### src/verilog/axil_pkg.sv
package axil_pkg;

    // ==============================
    // bus geometry
    // ==============================
    localparam int axil_addr_w = 32;
    localparam int axil_data_w = 32;

    // word index, address bits 11:2
    typedef logic [9:0] reg_index_t;

    // only OKAY is ever returned on B and R
    typedef enum logic [1:0] {
        resp_okay = 2'b00
    } axil_resp_e;

    // slave channel states
    typedef enum logic [2:0] {
        st_idle       = 3'd0,
        st_addr_held  = 3'd1,
        st_data_held  = 3'd2,
        st_write_resp = 3'd3,
        st_read_fetch = 3'd4,
        st_read_resp  = 3'd5
    } axil_state_e;

    // register map by word index, byte offsets 0x00 / 0x04 / 0x08
    typedef enum logic [9:0] {
        reg_ctrl       = 10'd0,
        reg_item_count = 10'd1,
        reg_result     = 10'd2
    } reg_offset_e;

endpackage

### src/verilog/item_mem_pkg.sv
package item_mem_pkg;

    // ==============================
    // hypervector format
    // ==============================
    localparam int hv_dim = 32;
    typedef logic [hv_dim-1:0] hv_t;

    // item index and programmed item count
    localparam int item_count_w = 16;
    typedef logic [item_count_w-1:0] item_count_t;

    // ==============================
    // xorshift32 constants
    // ==============================
    localparam hv_t xs_seed = 32'h2545F491;

    localparam int xs_shift_a = 13;
    localparam int xs_shift_b = 17;
    localparam int xs_shift_c = 5;

endpackage

### src/verilog/item_ctrl_if.sv
`timescale 1ns/1ns

interface item_ctrl_if;
    import item_mem_pkg::*;

    // run level, set by register write, cleared on done
    logic        gen;
    item_count_t item_count;
    // pulse per item
    logic        item_step;
    // pulse with the step of the last item
    logic        item_done;

    modport regs (output gen, item_count, input item_done);

    modport timer (input gen, item_count, output item_step, item_done);

    // generator only follows the pacing
    modport vector (input gen, item_step, item_done);

endinterface

### src/verilog/reg_bus_if.sv
`timescale 1ns/1ns

interface reg_bus_if;
    import axil_pkg::*;

    // one-cycle write strobe, index and wdata valid with it
    logic                   wr_en;
    // one-cycle read strobe
    logic                   rd_en;
    reg_index_t             index;
    logic [axil_data_w-1:0] wdata;
    // registered, valid from the cycle after rd_en
    logic [axil_data_w-1:0] rdata;

    // bus side
    modport slave (output wr_en, rd_en, index, wdata, input rdata);

    // register file side
    modport regs (input wr_en, rd_en, index, wdata, output rdata);

endinterface
### src/verilog/axil_slave_fsm.sv
`timescale 1ns/1ns

module axil_slave_fsm (
    input  logic                             AXIS_ACLK,
    input  logic                             S_AXI_ARESETN,
    input  logic [axil_pkg::axil_addr_w-1:0] S_AXI_AWADDR,
    input  logic                             S_AXI_AWVALID,
    output logic                             S_AXI_AWREADY,
    input  logic [axil_pkg::axil_data_w-1:0] S_AXI_WDATA,
    input  logic                             S_AXI_WVALID,
    output logic                             S_AXI_WREADY,
    output logic [1:0]                       S_AXI_BRESP,
    output logic                             S_AXI_BVALID,
    input  logic                             S_AXI_BREADY,
    input  logic [axil_pkg::axil_addr_w-1:0] S_AXI_ARADDR,
    input  logic                             S_AXI_ARVALID,
    output logic                             S_AXI_ARREADY,
    output logic [axil_pkg::axil_data_w-1:0] S_AXI_RDATA,
    output logic [1:0]                       S_AXI_RRESP,
    output logic                             S_AXI_RVALID,
    input  logic                             S_AXI_RREADY,
    reg_bus_if.slave                         bus
);
    import axil_pkg::*;

    axil_state_e            state;
    reg_index_t             addr_q;
    logic [axil_data_w-1:0] wdata_q;
    logic                   wr_first;
    logic                   rd_hit;
    logic                   in_window;
    logic                   aw_hs;
    logic                   w_hs;
    logic                   ar_hs;

    // ==============================
    // channel handshakes
    // ==============================
    assign S_AXI_AWREADY = (state == st_idle) || (state == st_data_held);
    assign S_AXI_WREADY  = (state == st_idle) || (state == st_addr_held);
    // a pending write wins over a read in idle
    assign S_AXI_ARREADY = (state == st_idle) && !S_AXI_AWVALID && !S_AXI_WVALID;

    assign aw_hs = S_AXI_AWVALID && S_AXI_AWREADY;
    assign w_hs  = S_AXI_WVALID && S_AXI_WREADY;
    assign ar_hs = S_AXI_ARVALID && S_AXI_ARREADY;

    always_ff @(posedge AXIS_ACLK) begin
        if (!S_AXI_ARESETN) begin
            state    <= st_idle;
            wr_first <= 1'b0;
            rd_hit   <= 1'b0;
        end else begin
            wr_first <= 1'b0;
            case (state)
                st_idle: begin
                    if (aw_hs && w_hs) begin
                        state    <= st_write_resp;
                        wr_first <= 1'b1;
                    end else if (aw_hs) begin
                        state <= st_addr_held;
                    end else if (w_hs) begin
                        state <= st_data_held;
                    end else if (ar_hs) begin
                        state <= st_read_fetch;
                    end
                end
                // waiting for the missing half of the write
                st_addr_held: begin
                    if (w_hs) begin
                        state    <= st_write_resp;
                        wr_first <= 1'b1;
                    end
                end
                st_data_held: begin
                    if (aw_hs) begin
                        state    <= st_write_resp;
                        wr_first <= 1'b1;
                    end
                end
                st_write_resp: begin
                    if (S_AXI_BREADY) begin
                        state <= st_idle;
                    end
                end
                // register file samples its mux here
                st_read_fetch: begin
                    state  <= st_read_resp;
                    rd_hit <= in_window;
                end
                st_read_resp: begin
                    if (S_AXI_RREADY) begin
                        state <= st_idle;
                    end
                end
                default: state <= st_idle;
            endcase
        end
    end

    // address and data holding
    always_ff @(posedge AXIS_ACLK) begin
        if (aw_hs) begin
            addr_q <= S_AXI_AWADDR[11:2];
        end else if (ar_hs) begin
            addr_q <= S_AXI_ARADDR[11:2];
        end
        if (w_hs) begin
            wdata_q <= S_AXI_WDATA;
        end
    end

    // ==============================
    // register strobes
    // ==============================
    // address bits 11:10 must be zero
    assign in_window = (addr_q[9:8] == 2'b00);

    assign bus.index = addr_q;
    assign bus.wdata = wdata_q;
    // single strobe on entry to write_resp, not repeated under back-pressure
    assign bus.wr_en = wr_first && in_window;
    assign bus.rd_en = (state == st_read_fetch) && in_window;

    // responses
    assign S_AXI_BVALID = (state == st_write_resp);
    assign S_AXI_RVALID = (state == st_read_resp);
    assign S_AXI_BRESP  = resp_okay;
    assign S_AXI_RRESP  = resp_okay;
    // out-of-window reads return zero
    assign S_AXI_RDATA  = rd_hit ? bus.rdata : '0;

    a_one_resp: assert property (@(posedge AXIS_ACLK) disable iff (!S_AXI_ARESETN)
        !(S_AXI_BVALID && S_AXI_RVALID));

    a_one_strobe: assert property (@(posedge AXIS_ACLK) disable iff (!S_AXI_ARESETN)
        !(bus.rd_en && bus.wr_en));

endmodule

### src/verilog/hv_config_regs.sv
`timescale 1ns/1ns

module hv_config_regs (
    input  logic              AXIS_ACLK,
    input  logic              S_AXI_ARESETN,
    reg_bus_if.regs           bus,
    item_ctrl_if.regs         ctrl,
    input  item_mem_pkg::hv_t result
);
    import axil_pkg::*;
    import item_mem_pkg::*;

    reg_offset_e offset;
    logic        gen_q;
    item_count_t count_q;
    logic        ctrl_wr;
    logic        count_wr;

    // ==============================
    // decode
    // ==============================
    assign offset   = reg_offset_e'(bus.index);
    assign ctrl_wr  = bus.wr_en && (offset == reg_ctrl);
    assign count_wr = bus.wr_en && (offset == reg_item_count);

    // ==============================
    // control and count registers
    // ==============================
    always_ff @(posedge AXIS_ACLK) begin
        if (!S_AXI_ARESETN) begin
            gen_q   <= 1'b0;
            count_q <= '0;
        end else begin
            // bus write beats the self-clear
            if (ctrl_wr) begin
                gen_q <= bus.wdata[0];
            end else if (ctrl.item_done) begin
                gen_q <= 1'b0;
            end
            if (count_wr) begin
                count_q <= bus.wdata[item_count_w-1:0];
            end
        end
    end

    assign ctrl.gen        = gen_q;
    assign ctrl.item_count = count_q;

    // ==============================
    // read mux
    // ==============================
    // sampled on rd_en, held until the next read
    always_ff @(posedge AXIS_ACLK) begin
        if (bus.rd_en) begin
            case (offset)
                reg_ctrl: begin
                    bus.rdata <= {{(axil_data_w-1){1'b0}}, gen_q};
                end
                reg_item_count: begin
                    bus.rdata <= {{(axil_data_w-item_count_w){1'b0}}, count_q};
                end
                // last captured vector, read only
                reg_result: begin
                    bus.rdata <= result;
                end
                default: begin
                    bus.rdata <= '0;
                end
            endcase
        end
    end

endmodule

### src/verilog/hv_item_gen_top.sv
`timescale 1ns/1ns

module hv_item_gen_top #(
    parameter int ITEM_CYCLES = 1
) (
    input  logic                             AXIS_ACLK,
    input  logic                             S_AXI_ARESETN,
    // write address / data / response
    input  logic [axil_pkg::axil_addr_w-1:0] S_AXI_AWADDR,
    input  logic                             S_AXI_AWVALID,
    output logic                             S_AXI_AWREADY,
    input  logic [axil_pkg::axil_data_w-1:0] S_AXI_WDATA,
    input  logic                             S_AXI_WVALID,
    output logic                             S_AXI_WREADY,
    output logic [1:0]                       S_AXI_BRESP,
    output logic                             S_AXI_BVALID,
    input  logic                             S_AXI_BREADY,
    // read address / data
    input  logic [axil_pkg::axil_addr_w-1:0] S_AXI_ARADDR,
    input  logic                             S_AXI_ARVALID,
    output logic                             S_AXI_ARREADY,
    output logic [axil_pkg::axil_data_w-1:0] S_AXI_RDATA,
    output logic [1:0]                       S_AXI_RRESP,
    output logic                             S_AXI_RVALID,
    input  logic                             S_AXI_RREADY
);
    import item_mem_pkg::*;

    // captured vector, generator to register file
    hv_t result;

    reg_bus_if   reg_bus ();
    item_ctrl_if item_ctrl ();

    // ==============================
    // bus side
    // ==============================
    axil_slave_fsm u_axil_slave_fsm (
        .AXIS_ACLK     (AXIS_ACLK),
        .S_AXI_ARESETN (S_AXI_ARESETN),
        .S_AXI_AWADDR  (S_AXI_AWADDR),
        .S_AXI_AWVALID (S_AXI_AWVALID),
        .S_AXI_AWREADY (S_AXI_AWREADY),
        .S_AXI_WDATA   (S_AXI_WDATA),
        .S_AXI_WVALID  (S_AXI_WVALID),
        .S_AXI_WREADY  (S_AXI_WREADY),
        .S_AXI_BRESP   (S_AXI_BRESP),
        .S_AXI_BVALID  (S_AXI_BVALID),
        .S_AXI_BREADY  (S_AXI_BREADY),
        .S_AXI_ARADDR  (S_AXI_ARADDR),
        .S_AXI_ARVALID (S_AXI_ARVALID),
        .S_AXI_ARREADY (S_AXI_ARREADY),
        .S_AXI_RDATA   (S_AXI_RDATA),
        .S_AXI_RRESP   (S_AXI_RRESP),
        .S_AXI_RVALID  (S_AXI_RVALID),
        .S_AXI_RREADY  (S_AXI_RREADY),
        .bus           (reg_bus)
    );

    hv_config_regs u_hv_config_regs (
        .AXIS_ACLK     (AXIS_ACLK),
        .S_AXI_ARESETN (S_AXI_ARESETN),
        .bus           (reg_bus),
        .ctrl          (item_ctrl),
        .result        (result)
    );

    // ==============================
    // generator side
    // ==============================
    item_timer #(
        .ITEM_CYCLES (ITEM_CYCLES)
    ) u_item_timer (
        .AXIS_ACLK     (AXIS_ACLK),
        .S_AXI_ARESETN (S_AXI_ARESETN),
        .ctrl          (item_ctrl)
    );

    item_vector_gen u_item_vector_gen (
        .AXIS_ACLK     (AXIS_ACLK),
        .S_AXI_ARESETN (S_AXI_ARESETN),
        .ctrl          (item_ctrl),
        .result        (result)
    );

endmodule

### src/verilog/item_timer.sv
`timescale 1ns/1ns

module item_timer #(
    parameter int ITEM_CYCLES = 1
) (
    input  logic       AXIS_ACLK,
    input  logic       S_AXI_ARESETN,
    item_ctrl_if.timer ctrl
);
    import item_mem_pkg::*;

    // at least one bit even for a single cycle per item
    localparam int cyc_w = (ITEM_CYCLES > 1) ? $clog2(ITEM_CYCLES) : 1;

    logic [cyc_w-1:0] cyc_cnt;
    item_count_t      item_idx;
    item_count_t      next_idx;
    logic             cyc_wrap;

    assign cyc_wrap = (cyc_cnt == cyc_w'(ITEM_CYCLES - 1));
    assign next_idx = item_idx + 1'b1;

    // ==============================
    // pacing and item index
    // ==============================
    always_ff @(posedge AXIS_ACLK) begin
        if (!S_AXI_ARESETN) begin
            cyc_cnt        <= '0;
            item_idx       <= '0;
            ctrl.item_step <= 1'b0;
            ctrl.item_done <= 1'b0;
        end else if (!ctrl.gen) begin
            // idle or aborted, restart from item 0
            cyc_cnt        <= '0;
            item_idx       <= '0;
            ctrl.item_step <= 1'b0;
            ctrl.item_done <= 1'b0;
        end else begin
            ctrl.item_step <= cyc_wrap;
            // done rides on the step of the last item
            ctrl.item_done <= cyc_wrap && (next_idx == ctrl.item_count);
            if (cyc_wrap) begin
                cyc_cnt  <= '0;
                item_idx <= next_idx;
            end else begin
                cyc_cnt <= cyc_cnt + 1'b1;
            end
        end
    end

    // done must clear gen before the index runs past the count
    a_idx_bound: assert property (@(posedge AXIS_ACLK) disable iff (!S_AXI_ARESETN)
        ctrl.gen |-> (item_idx <= ctrl.item_count));

endmodule

### src/verilog/item_vector_gen.sv
`timescale 1ns/1ns

module item_vector_gen (
    input  logic              AXIS_ACLK,
    input  logic              S_AXI_ARESETN,
    item_ctrl_if.vector       ctrl,
    output item_mem_pkg::hv_t result
);
    import item_mem_pkg::*;

    hv_t xs_state;
    hv_t xs_t1;
    hv_t xs_t2;
    hv_t xs_next;

    // ==============================
    // xorshift32 step
    // ==============================
    assign xs_t1   = xs_state ^ (xs_state << xs_shift_a);
    assign xs_t2   = xs_t1 ^ (xs_t1 >> xs_shift_b);
    assign xs_next = xs_t2 ^ (xs_t2 << xs_shift_c);

    // seed reload whenever no run is active
    always_ff @(posedge AXIS_ACLK) begin
        if (!ctrl.gen) begin
            xs_state <= xs_seed;
        end else if (ctrl.item_step) begin
            xs_state <= xs_next;
        end
    end

    // ==============================
    // final vector capture
    // ==============================
    // gen check drops a stale done after an abort
    always_ff @(posedge AXIS_ACLK) begin
        if (!S_AXI_ARESETN) begin
            result <= '0;
        end else if (ctrl.gen && ctrl.item_done) begin
            // vector of the last item, not the one before
            result <= xs_next;
        end
    end

endmodule

### config.mk
export PLATFORM = sky130hd
export DESIGN_NAME = hv_item_gen_top
export DESIGN_NICKNAME = d
export VERILOG_FILES = /design/src/verilog/axil_pkg.sv /design/src/verilog/item_mem_pkg.sv /design/src/verilog/item_ctrl_if.sv /design/src/verilog/reg_bus_if.sv /design/src/verilog/axil_slave_fsm.sv /design/src/verilog/hv_config_regs.sv /design/src/verilog/hv_item_gen_top.sv /design/src/verilog/item_timer.sv /design/src/verilog/item_vector_gen.sv
export SDC_FILE = /design/constraint.sdc
export NUM_CORES = 1
export LEC_CHECK = 0
export BUFFER_PORTS_ARGS = -buffer_cell sky130_fd_sc_hd__clkbuf_2
export CELL_PAD_IN_SITES_DETAIL_PLACEMENT = 1
export CELL_PAD_IN_SITES_GLOBAL_PLACEMENT = 1
export CORE_MARGIN = 4
export CORE_UTILIZATION = 43
export DETAILED_ROUTE_END_ITERATION = 12
export HOLD_SLACK_MARGIN = 0.08
export PLACE_DENSITY_LB_ADDON = 0.1
export SLEW_MARGIN = 20
export SYNTH_ARGS = -nofsm -noshare
export SYNTH_HDL_FRONTEND = slang
export SYNTH_SLANG_ARGS = --single-unit
### constraint.sdc
create_clock -name AXIS_ACLK -period 4.3 [get_ports AXIS_ACLK]
set_input_delay 0.43 -clock AXIS_ACLK [delete_from_list [all_inputs] [get_ports AXIS_ACLK]]
set_output_delay 0.43 -clock AXIS_ACLK [all_outputs]
set_load 0.05 [all_outputs]
### Word-level counts from Yosys, hierarchy flattened

Cells that the tools add are included.

* logic and storage cells: 76
* output and inout port bits: 41
* bits in registers: 163
* input port bits: 103

* muxes and demuxes: 19
* $add $sub $neg: 2
* bitwise gates (word level): 4
* reductions and logical operators: 24
* eq/ne operators: 13

Operators by type and width (count)
* $pmux 32 s3: 1
* $xor 32x32->32: 2
* $mux 32: 1
* $xor 32x15->32: 1
* $mux 3: 8
* $mux 10: 2
* $pmux 3 s6: 1
* $add 16x1->16 const B: 1
* $eq 16x16->1: 1
* $logic_and 1x1->1: 12
* $eq 10x1->1 const B: 1
* $eq 10x2->1 const B: 1
* $logic_not 10->1: 1
* $ne 2x1->1 const B: 4
* $eq 3x2->1 const B: 2
* $eq 3x3->1 const B: 2
* $mux 1: 5
* $ne 5x2->1 const B: 1
* $reduce_and 5->1: 1
* $reduce_bool 2->1: 2
* $eq 3x1->1 const B: 1
* $logic_not 3->1: 1
* $pmux 1 s3: 1
* $reduce_and 3->1: 1
* other kinds (6): 8

### Logic depth before layout (Yosys ltp)

Gate-level depths: netlist (run 1).

* depth in word-level cells: 9
* mapped depth: 8
* mapped depth without buffers: 7

### Cells and area by module

Synthesis (run 1) repeated with hierarchy kept, for this count alone.

* cell total of the unflattened synthesis: 832
* area, all modules: 8852.2 um^2

By module, submodules not included
* item_vector_gen: area an instance 3514.6 um^2, instances 1, seq. area each 1281.2 um^2, cells an instance 363
* hv_config_regs: area an instance 2039.5 um^2, instances 1, seq. area each 1301.2 um^2, cells an instance 168
* axil_slave_fsm: area an instance 1979.4 um^2, instances 1, seq. area each 1361.3 um^2, cells an instance 139
* item_timer: area an instance 1318.8 um^2, instances 1, seq. area each 380.4 um^2, cells an instance 162

### Least setup slack after synthesis (run 1)

OpenSTA, ideal clock, no wires.

* path kind: flip-flop to flip-flop
* from: reg u_axil_slave_fsm.state[2]
* to: reg u_axil_slave_fsm.addr_q[0], in the netlist u_axil_slave_fsm.bus.index[0] (enable)
* period minus slack after synthesis: 3.815 ns
* library setup time: 0.337 ns
* path buffers: 1
* cell stages (with the launch flop): 5
* data arrival time: 3.478 ns
* slack: 0.485 ns
* required time: 3.963 ns
* cell sequence: dfxtp_1 -> clkbuf_1 -> nor2_1 -> nor4b_1 -> a21o_1

* elaborated cells on any way between the ends: 8
* those cells by class: eq/ne (1); reduce/logical (7)

RTL lines
* start: declaration: RTL line axil_slave_fsm.sv:26 `axil_state_e state;`
* start signal: assignment: RTL line axil_slave_fsm.sv:50 `state <= st_idle;`
* start signal: assignment: RTL line axil_slave_fsm.sv:58 `state <= st_write_resp;`
* start signal: assignment: RTL line axil_slave_fsm.sv:61 `state <= st_addr_held;`
* $eq 3x2->1 / $logic_not 3->1 (equally long branches): RTL line axil_slave_fsm.sv:39 `assign S_AXI_AWREADY = (state == st_idle) || (state == st_data_held);`
* $logic_or 1x1->1 *: RTL line axil_slave_fsm.sv:39
* net S_AXI_AWREADY: RTL line hv_item_gen_top.sv:11 `output logic S_AXI_AWREADY,`
* $logic_and 1x1->1 *: RTL line axil_slave_fsm.sv:44 `assign aw_hs = S_AXI_AWVALID && S_AXI_AWREADY;`
* $reduce_bool 2->1 (no source line) *
* end signal: assignment: RTL line axil_slave_fsm.sv:104 `addr_q <= S_AXI_AWADDR[11:2];`
* end signal: assignment: RTL line axil_slave_fsm.sv:106 `addr_q <= S_AXI_ARADDR[11:2];`
* end: declaration: RTL line axil_slave_fsm.sv:27 `reg_index_t addr_q;`

Mark *: on every way through the listed nets, which the timed path passes. The rest lies on a longest branch.
A chain may end at the register's enable or synchronous reset.

### Worst setup path after layout (run 1)

* from: reg u_axil_slave_fsm.state[0]
* to: out S_AXI_ARREADY

* cells in the longest elaborated chain, start to end: 3

Ends and longest elaborated chain
* $logic_not 3->1: RTL line axil_slave_fsm.sv:42 `assign S_AXI_ARREADY = (state == st_idle) && !S_AXI_AWVALID && !S_AXI_WVALID;`
* $logic_and 1x1->1 (2 in a row): RTL line axil_slave_fsm.sv:42
* end: declaration: RTL line hv_item_gen_top.sv:21 `output logic S_AXI_ARREADY,`

No other way between the ends.

==> results.toml, run 1 <==
[cts]
cts_resized = 0
path_clk_slew_ns = 0.06
cts_buffers = 17
cts_hold_buf = 0
clock_latency_ns = 0.42
cts_sinks = 163
cts_root_buf = "clkbuf_16"
cts_htree_levels = 4
clock_tree.buffer_depth = 2
cts_setup_buffers = 0
cts_tree = "yes"

[critical_path]
worstPathArrival_ns = 1.92
cp_top_family = "simple AND/OR/NAND/NOR gates"
slowest_delay_ns = 0.48
startpoint = "u_axil_slave_fsm.state[0]"
regToRegSetupSlack_ns = 1.99
cp-end-kind = "output pin"
rr_startpoint = "u_axil_slave_fsm.bus.index[2]"
cp-endpoint = "S_AXI_ARREADY"
cp.required_ns = 3.87
critPathKind = "flip-flop to output pin"
crit_chain = "nor2_1, nor4b_1, clkbuf_2"
r2r-end = "u_hv_config_regs.ctrl.item_count[3]"
cp-start-kind = "flip-flop"
ff2ff_path_depth = 7
cp_slowest_cell = "nor4b_1"
worst-path-buf-inv = 1
cp.depth = 3
cp_max_fo = 11

[detailed_routing]
wirelength_mm = 18.8
route.detailed.drc = 0
drtAntennaViolNets = 0
vias = 5662
drtIter0Drc = 346
dr.pass1.iters = 4
wl_per_cell_um = 17.5
via_per_inst = 5.28

[floorplan]
die_h_um = 143
start_util_pct = 43.7
fp.coreArea_um2 = 17900
die_area_um2 = 20400
ios = 144
num_rows = 49
die_width_um = 143

[synthesis]
synth-seq-cells = 163
synthTopCellsByArea = "dfxtp_1, edfxtp_1, xnor2_1"
async_flop_share_pct = 0
synth_top_area_share_pct = 26.9
syn_avg_cell_area_um2 = 10.1
synth.mux.area_fraction_pct = 2.10
synth_compound_area_share_pct = 9.80
yosys.area_share.simple_pct = 19.2
synth_edf_count = 58
synth-xor-area-share_pct = 16.6
ys.warnings.count = 0
synthCells = 772
yosysSeqAreaShare_pct = 49.2
synth_adder_area_share_pct = 0.160
synth_top_family_by_area = "simple AND/OR/NAND/NOR gates"
syn_area_um2 = 7820
ys_types = 52
synth_largest_area_cell = "dfxtp_1"
synth_top_flop_cell = "dfxtp_1"

[power_and_ir_drop]
p_leak_nw = 3.53
finalPower_mw = 3.52
irDropWorstVdd_uv = 268
power_density_nw_per_um2 = 394

[place]
io_buffers = 79
dp_hpwl_mm = 13.8
routabilityCongestion = 0.850

[sta]
setup-tns-final_ns = 0
setup_violations = 0
final_max_slew_viol_count = 0
fin_crit_sh_pct = 54.7
finalHoldViolCount = 0
fmax_mhz = 425
slew_headroom_pct = 43.1
skew_ns = 0.00917
period_minus_slack_ns = 2.35
tightest_slew_ns = 0.853
rsz0062_at_grt = "no"

[global_route]
top_usage_layer = "met2"
grt_max_degree = 55
met1_usage_pct = 26.3
track_usage_pct = 19.3
first_global_vias = 5891
globalRouteOverflowTotal = 0
grt_pass1_wl_mm = 30.9
grt_util_met3_pct = 4.62
use_met2_pct = 30.9
antenna_found_initial = 0

[status]
run_status = "finished, final reports clean"

[cells_and_area]
diodes = 0
fin_nets = 935
drive_above_1_share_pct = 16.6
area_delta_synth_final_pct = 14.4
post-route-util_pct = 49.9

[worst_hold_path]
hold_path.class = "input port to flip-flop"

[flow_run]
cap_violations = 0
[cells in the mapped netlist (3+ instances only)]
cell type,number
a21boi_0,18
a21oi_1,9
a22o_1,16
and2_1,62
and3_1,21
buf_2,6
buf_4,5
clkbuf_1,39
dfxtp_1,105
edfxtp_1,58
inv_1,3
mux2_2,11
mux2i_1,4
nand2_1,111
nand3_1,27
nand3b_1,4
nand4_1,5
nor2_1,24
nor2b_1,11
nor3_1,6
nor4_1,4
o211a_1,22
o21ai_0,20
or3_1,3
xnor2_1,84
xor2_1,62
[state kept, by name, summed over array words and instances, names as in the netlist]
name                              count
u_hv_config_regs.bus.rdata           32
u_item_vector_gen.result             32
u_item_vector_gen.xs_state           32
u_axil_slave_fsm.bus.wdata           16
u_hv_config_regs.ctrl.item_count     16
u_item_timer.item_idx                16
u_axil_slave_fsm.bus.index           10
u_axil_slave_fsm.state                3
u_axil_slave_fsm.rd_hit               1
u_axil_slave_fsm.wr_first             1
u_hv_config_regs.ctrl.gen             1
u_item_timer.ctrl.item_done           1
u_item_timer.ctrl.item_step           1
u_item_timer.cyc_cnt                  1
[worst min path at each step]
stage / startpoint / end / slack (ns) / cells after the start
finish: S_AXI_WDATA[1] / u_axil_slave_fsm.bus.wdata[1] / 0.18 / 1
global placement: u_item_vector_gen.result[17] / u_item_vector_gen.result[17] / 0.47 / 2
detailed placement: u_item_vector_gen.result[23] / u_item_vector_gen.result[23] / 0.48 / 1
floorplan: u_item_vector_gen.result[17] / u_item_vector_gen.result[17] / 0.44 / 2
global route: S_AXI_WDATA[4] / u_axil_slave_fsm.bus.wdata[4] / 0.16 / 1
CTS: S_AXI_WDATA[1] / u_axil_slave_fsm.bus.wdata[1] / 0.16 / 1
[stage by stage]
stage / setup WS [ns] / hold WS (ns) / instances / instance area, µm²
3_5_place_dp: 2.03 / 0.482 / 1041 / 8370
3_3_place_gp: 2.08 / 0.471 / 1041 / 8370
4_1_cts: 1.89 / 0.161 / 1073 / 8940
6_report: 1.95 / 0.181 / 1073 / 8940
2_1_floorplan: 0.485 / 0.436 / 776 / 7830
5_1_grt: 1.65 / 0.155 / 1073 / 8940
[routing by layer]
| layer | part of all wire, % | routed length (µm) |
|---|---|---|
| met4 | 1.6 | 309 |
| met2 | 47 | 8790 |
| met5 | 0 | 0 |
| met1 | 46 | 8730 |
| met3 | 5.1 | 951 |
[area by class of cell]
| class | instances | area [µm²] |
|---|---|---|
| flip-flops and latches | 163 | 3840 |
| repair buffers | 88 | 463 |
| inverters | 3 | 11.3 |
| clock inverters | 8 | 76.3 |
| fillers | 2005 | 8960 |
| well taps | 229 | 287 |
| clock buffers | 24 | 493 |
| multi-input cells | 558 | 3770 |
[placed cells by master (no fill, tap or decap), types with 20 or more instances in the layout]
| cell type | n |
|---|---|
| xnor2_1 | 84 |
| nor2_1 | 24 |
| clkbuf_2 | 79 |
| xor2_1 | 62 |
| o21ai_0 | 20 |
| edfxtp_1 | 58 |
| nand3_1 | 27 |
| nand2_1 | 111 |
| dfxtp_1 | 105 |
| and3_1 | 21 |
| and2_1 | 61 |
| o211a_1 | 22 |
[report_power, final]
group / switching [mW] / leakage, nW / internal [mW] / total [mW]
Sequential: 0.0657 / 1.34 / 1.68 / 1.75
Combinational: 0.208 / 1.90 / 0.0963 / 0.304
Clock: 0.603 / 0.284 / 0.864 / 1.47
Total: 0.876 / 3.53 / 2.64 / 3.52
[cell families (layout without fill, tap and decap cells)]
group	Yosys count	in the layout
fa+ha+maj	1	1
xor+xnor	147	147
mux	15	15
buf+inv	55	123
compound gates	98	98
flops	163	163
simple gates	292	292
other cells	1	5
Power figures use the tool's default switching activity.
==> run 2: changes to the inputs <==
--- a/config.mk
+++ b/config.mk
@@ -9,7 +9,7 @@
 export CELL_PAD_IN_SITES_DETAIL_PLACEMENT = 1
 export CELL_PAD_IN_SITES_GLOBAL_PLACEMENT = 1
 export CORE_MARGIN = 4
-export CORE_UTILIZATION = 43
+export CORE_UTILIZATION = 39
 export DETAILED_ROUTE_END_ITERATION = 12
 export HOLD_SLACK_MARGIN = 0.08
 export PLACE_DENSITY_LB_ADDON = 0.1
==> constraint.sdc (replaced) <==
create_clock -name AXIS_ACLK -period 1.94 [get_ports AXIS_ACLK]
set_input_delay 0.194 -clock AXIS_ACLK [delete_from_list [all_inputs] [get_ports AXIS_ACLK]]
set_output_delay 0.194 -clock AXIS_ACLK [all_outputs]
set_load 0.05 [all_outputs]
==> run 2 against run 1 <==
Net effect:
- critical path type unchanged
- worst hold slack got worse by 0.080 ns
- wire length increased by 11%
- total power increased by 130%
- register-to-register slack got worse by 1.9 ns
- largest power group unchanged
- clock skew increased by 0.0013 ns
- via count increased by 5.2%
- non-clock buffer count increased by 92
- sequential power increased by 120%
- setup slack got worse by 1.8 ns
==> results.toml, run 2 (same netlist as run 1, synthesis figures left out) <==
[sta]
slew_headroom_pct = 62.0
setup_violations = 0
finalHoldViolCount = 0
fmax_mhz = 547
hold_slack_ns = 0.102
fin_crit_sh_pct = 94.3
tightest_slew_ns = 0.568
period_minus_slack_ns = 1.83
final_max_slew_viol_count = 0
skew_ns = 0.0105

[cts]
cts_setup_buffers = 0
cts_buffers = 17
clock_tree.buffer_depth = 2
cts_tree = "yes"
cts_sinks = 163
cts_htree_levels = 4
clock_latency_ns = 0.43
path_clk_slew_ns = 0.07
cts_root_buf = "clkbuf_16"

[power_and_ir_drop]
irDropWorstVdd_uv = 546
finalPower_mw = 7.99
power_density_nw_per_um2 = 808
p_leak_nw = 3.99

[floorplan]
start_util_pct = 39.9
die_width_um = 150
num_rows = 51
die_area_um2 = 22400
die_h_um = 150
ios = 144
fp.coreArea_um2 = 19600

[global_route]
track_usage_pct = 19.5
grt_pass1_wl_mm = 34.3
grt_max_degree = 55
globalRouteOverflowTotal = 0
first_global_vias = 6377
antenna_found_initial = 0

[cells_and_area]
final_cells = 1201
area_delta_synth_final_pct = 26.5
final_cell_area_um2 = 9890
drive_above_1_share_pct = 22.9
multiInputGateArea_um2 = 3840
final_common_cell = "nand2_1"
final_cell_mix = "nand2_1, dfxtp_1, xnor2_1"
diodes = 0
fin_nets = 1027
post-route-util_pct = 50.5
fillers = 2175
regArea_um2 = 3850
largestRegisters = "u_hv_config_regs.bus.rdata: 32 flops, u_item_vector_gen.result: 32 flops, u_item_vector_gen.xs_state: 32 flops"

[detailed_routing]
wl_per_cell_um = 17.3
drtIter0Drc = 261
vias = 5957
dr.pass1.iters = 5
wirelength_mm = 20.8
route.detailed.drc = 0
drtAntennaViolNets = 0
via_per_inst = 4.96

[place]
routabilityCongestion = 0.813
dp_hpwl_mm = 15.1
io_buffers = 79
placed_area_um2 = 8920
placed_cells_incl_taps = 1133

[critical_path]
cp.required_ns = 1.75
cp-end-kind = "output pin"
critPathKind = "flip-flop to output pin"
startpoint = "u_axil_slave_fsm.state[0]"
rr_startpoint = "u_item_timer.item_idx[0]"
cp-start-kind = "flip-flop"
worstPathArrival_ns = 1.63
cp_max_fo = 11

[worst_hold_path]
hold_start = "S_AXI_BREADY"
hold_path.class = "input port to flip-flop"

[flow_run]
cap_violations = 0

[status]
run_status = "finished, final reports clean"
run 2: changes by cell type in the layout (fill, tap and decap cells not counted), moves of 3 or more:
cell	delta
buf_4	+53
dlygate4sd3_1	+36
dfxtp_1	-5
dfxtp_2	+5
clkinv_2	-4
buf_12	+3
clkbuf_1	-3
inv_4	+3
inv_6	+3
nor2_1	-3
run 2: power breakdown:
group | switching (mW) | internal [mW] | total (mW) | leakage [nW]
Combinational | 0.525 | 0.309 | 0.834 | 2.36
Sequential | 0.133 | 3.73 | 3.86 | 1.35
Clock | 1.49 | 1.81 | 3.30 | 0.277
Total | 2.15 | 5.85 | 7.99 | 3.99
run 2: layout make-up:
class	count	area share, %
Tap cell	265	3.35
Clock inverter	14	1.40
Clock buffer	18	4.34
Multi-Input combinational cell	558	38.8
Timing Repair Buffer	180	13.0
Inverter	3	0.114
Sequential cell	163	38.9
run 2: final timing paths:
kind / slack, ns / depth (start not counted) / end
min reg2reg: 0.50 / 1 / u_item_vector_gen.result[30]
max: 0.11 / 3 / S_AXI_ARREADY
max reg2reg: 0.11 / 7 / u_item_timer.ctrl.item_done
min: 0.10 / 4 / u_axil_slave_fsm.state[0]
run 2: critical path, cell delays in order, from the launching register on:
cell and delay (ns):
dfxtp_1 0.45, nor2_4 0.19, nor4b_4 0.30, buf_4 0.27
run 2: what timing repair did:
item,CTS,global route
hold buffers,36,0
endpoints found under the setup margin,0,13
hold endpoints to repair,26,0
resized for setup,0,15
run 2: per-layer routing:
| layer | global-route usage [%] | part of all wire [%] | up-vias |
|---|---|---|---|
| li1 | - | - | 2924 |
| met1 | 26.4 | 47 | 2907 |
| met2 | 32.3 | 48 | 106 |
| met3 | 3.76 | 3.6 | 20 |
| met4 | 4.81 | 1.0 | 0 |
| met5 | 0 | 0 | - |
run 2: through the flow:
stage | worst slack, ns | setup TNS (ns)
floorplan | -0.0790 | -2.25
finish | 0.111 | 0
CTS | 0.0246 | 0
detailed placement | 0.0376 | 0
global route | -0.00378 | -0.00378
global placement | 0.101 | 0
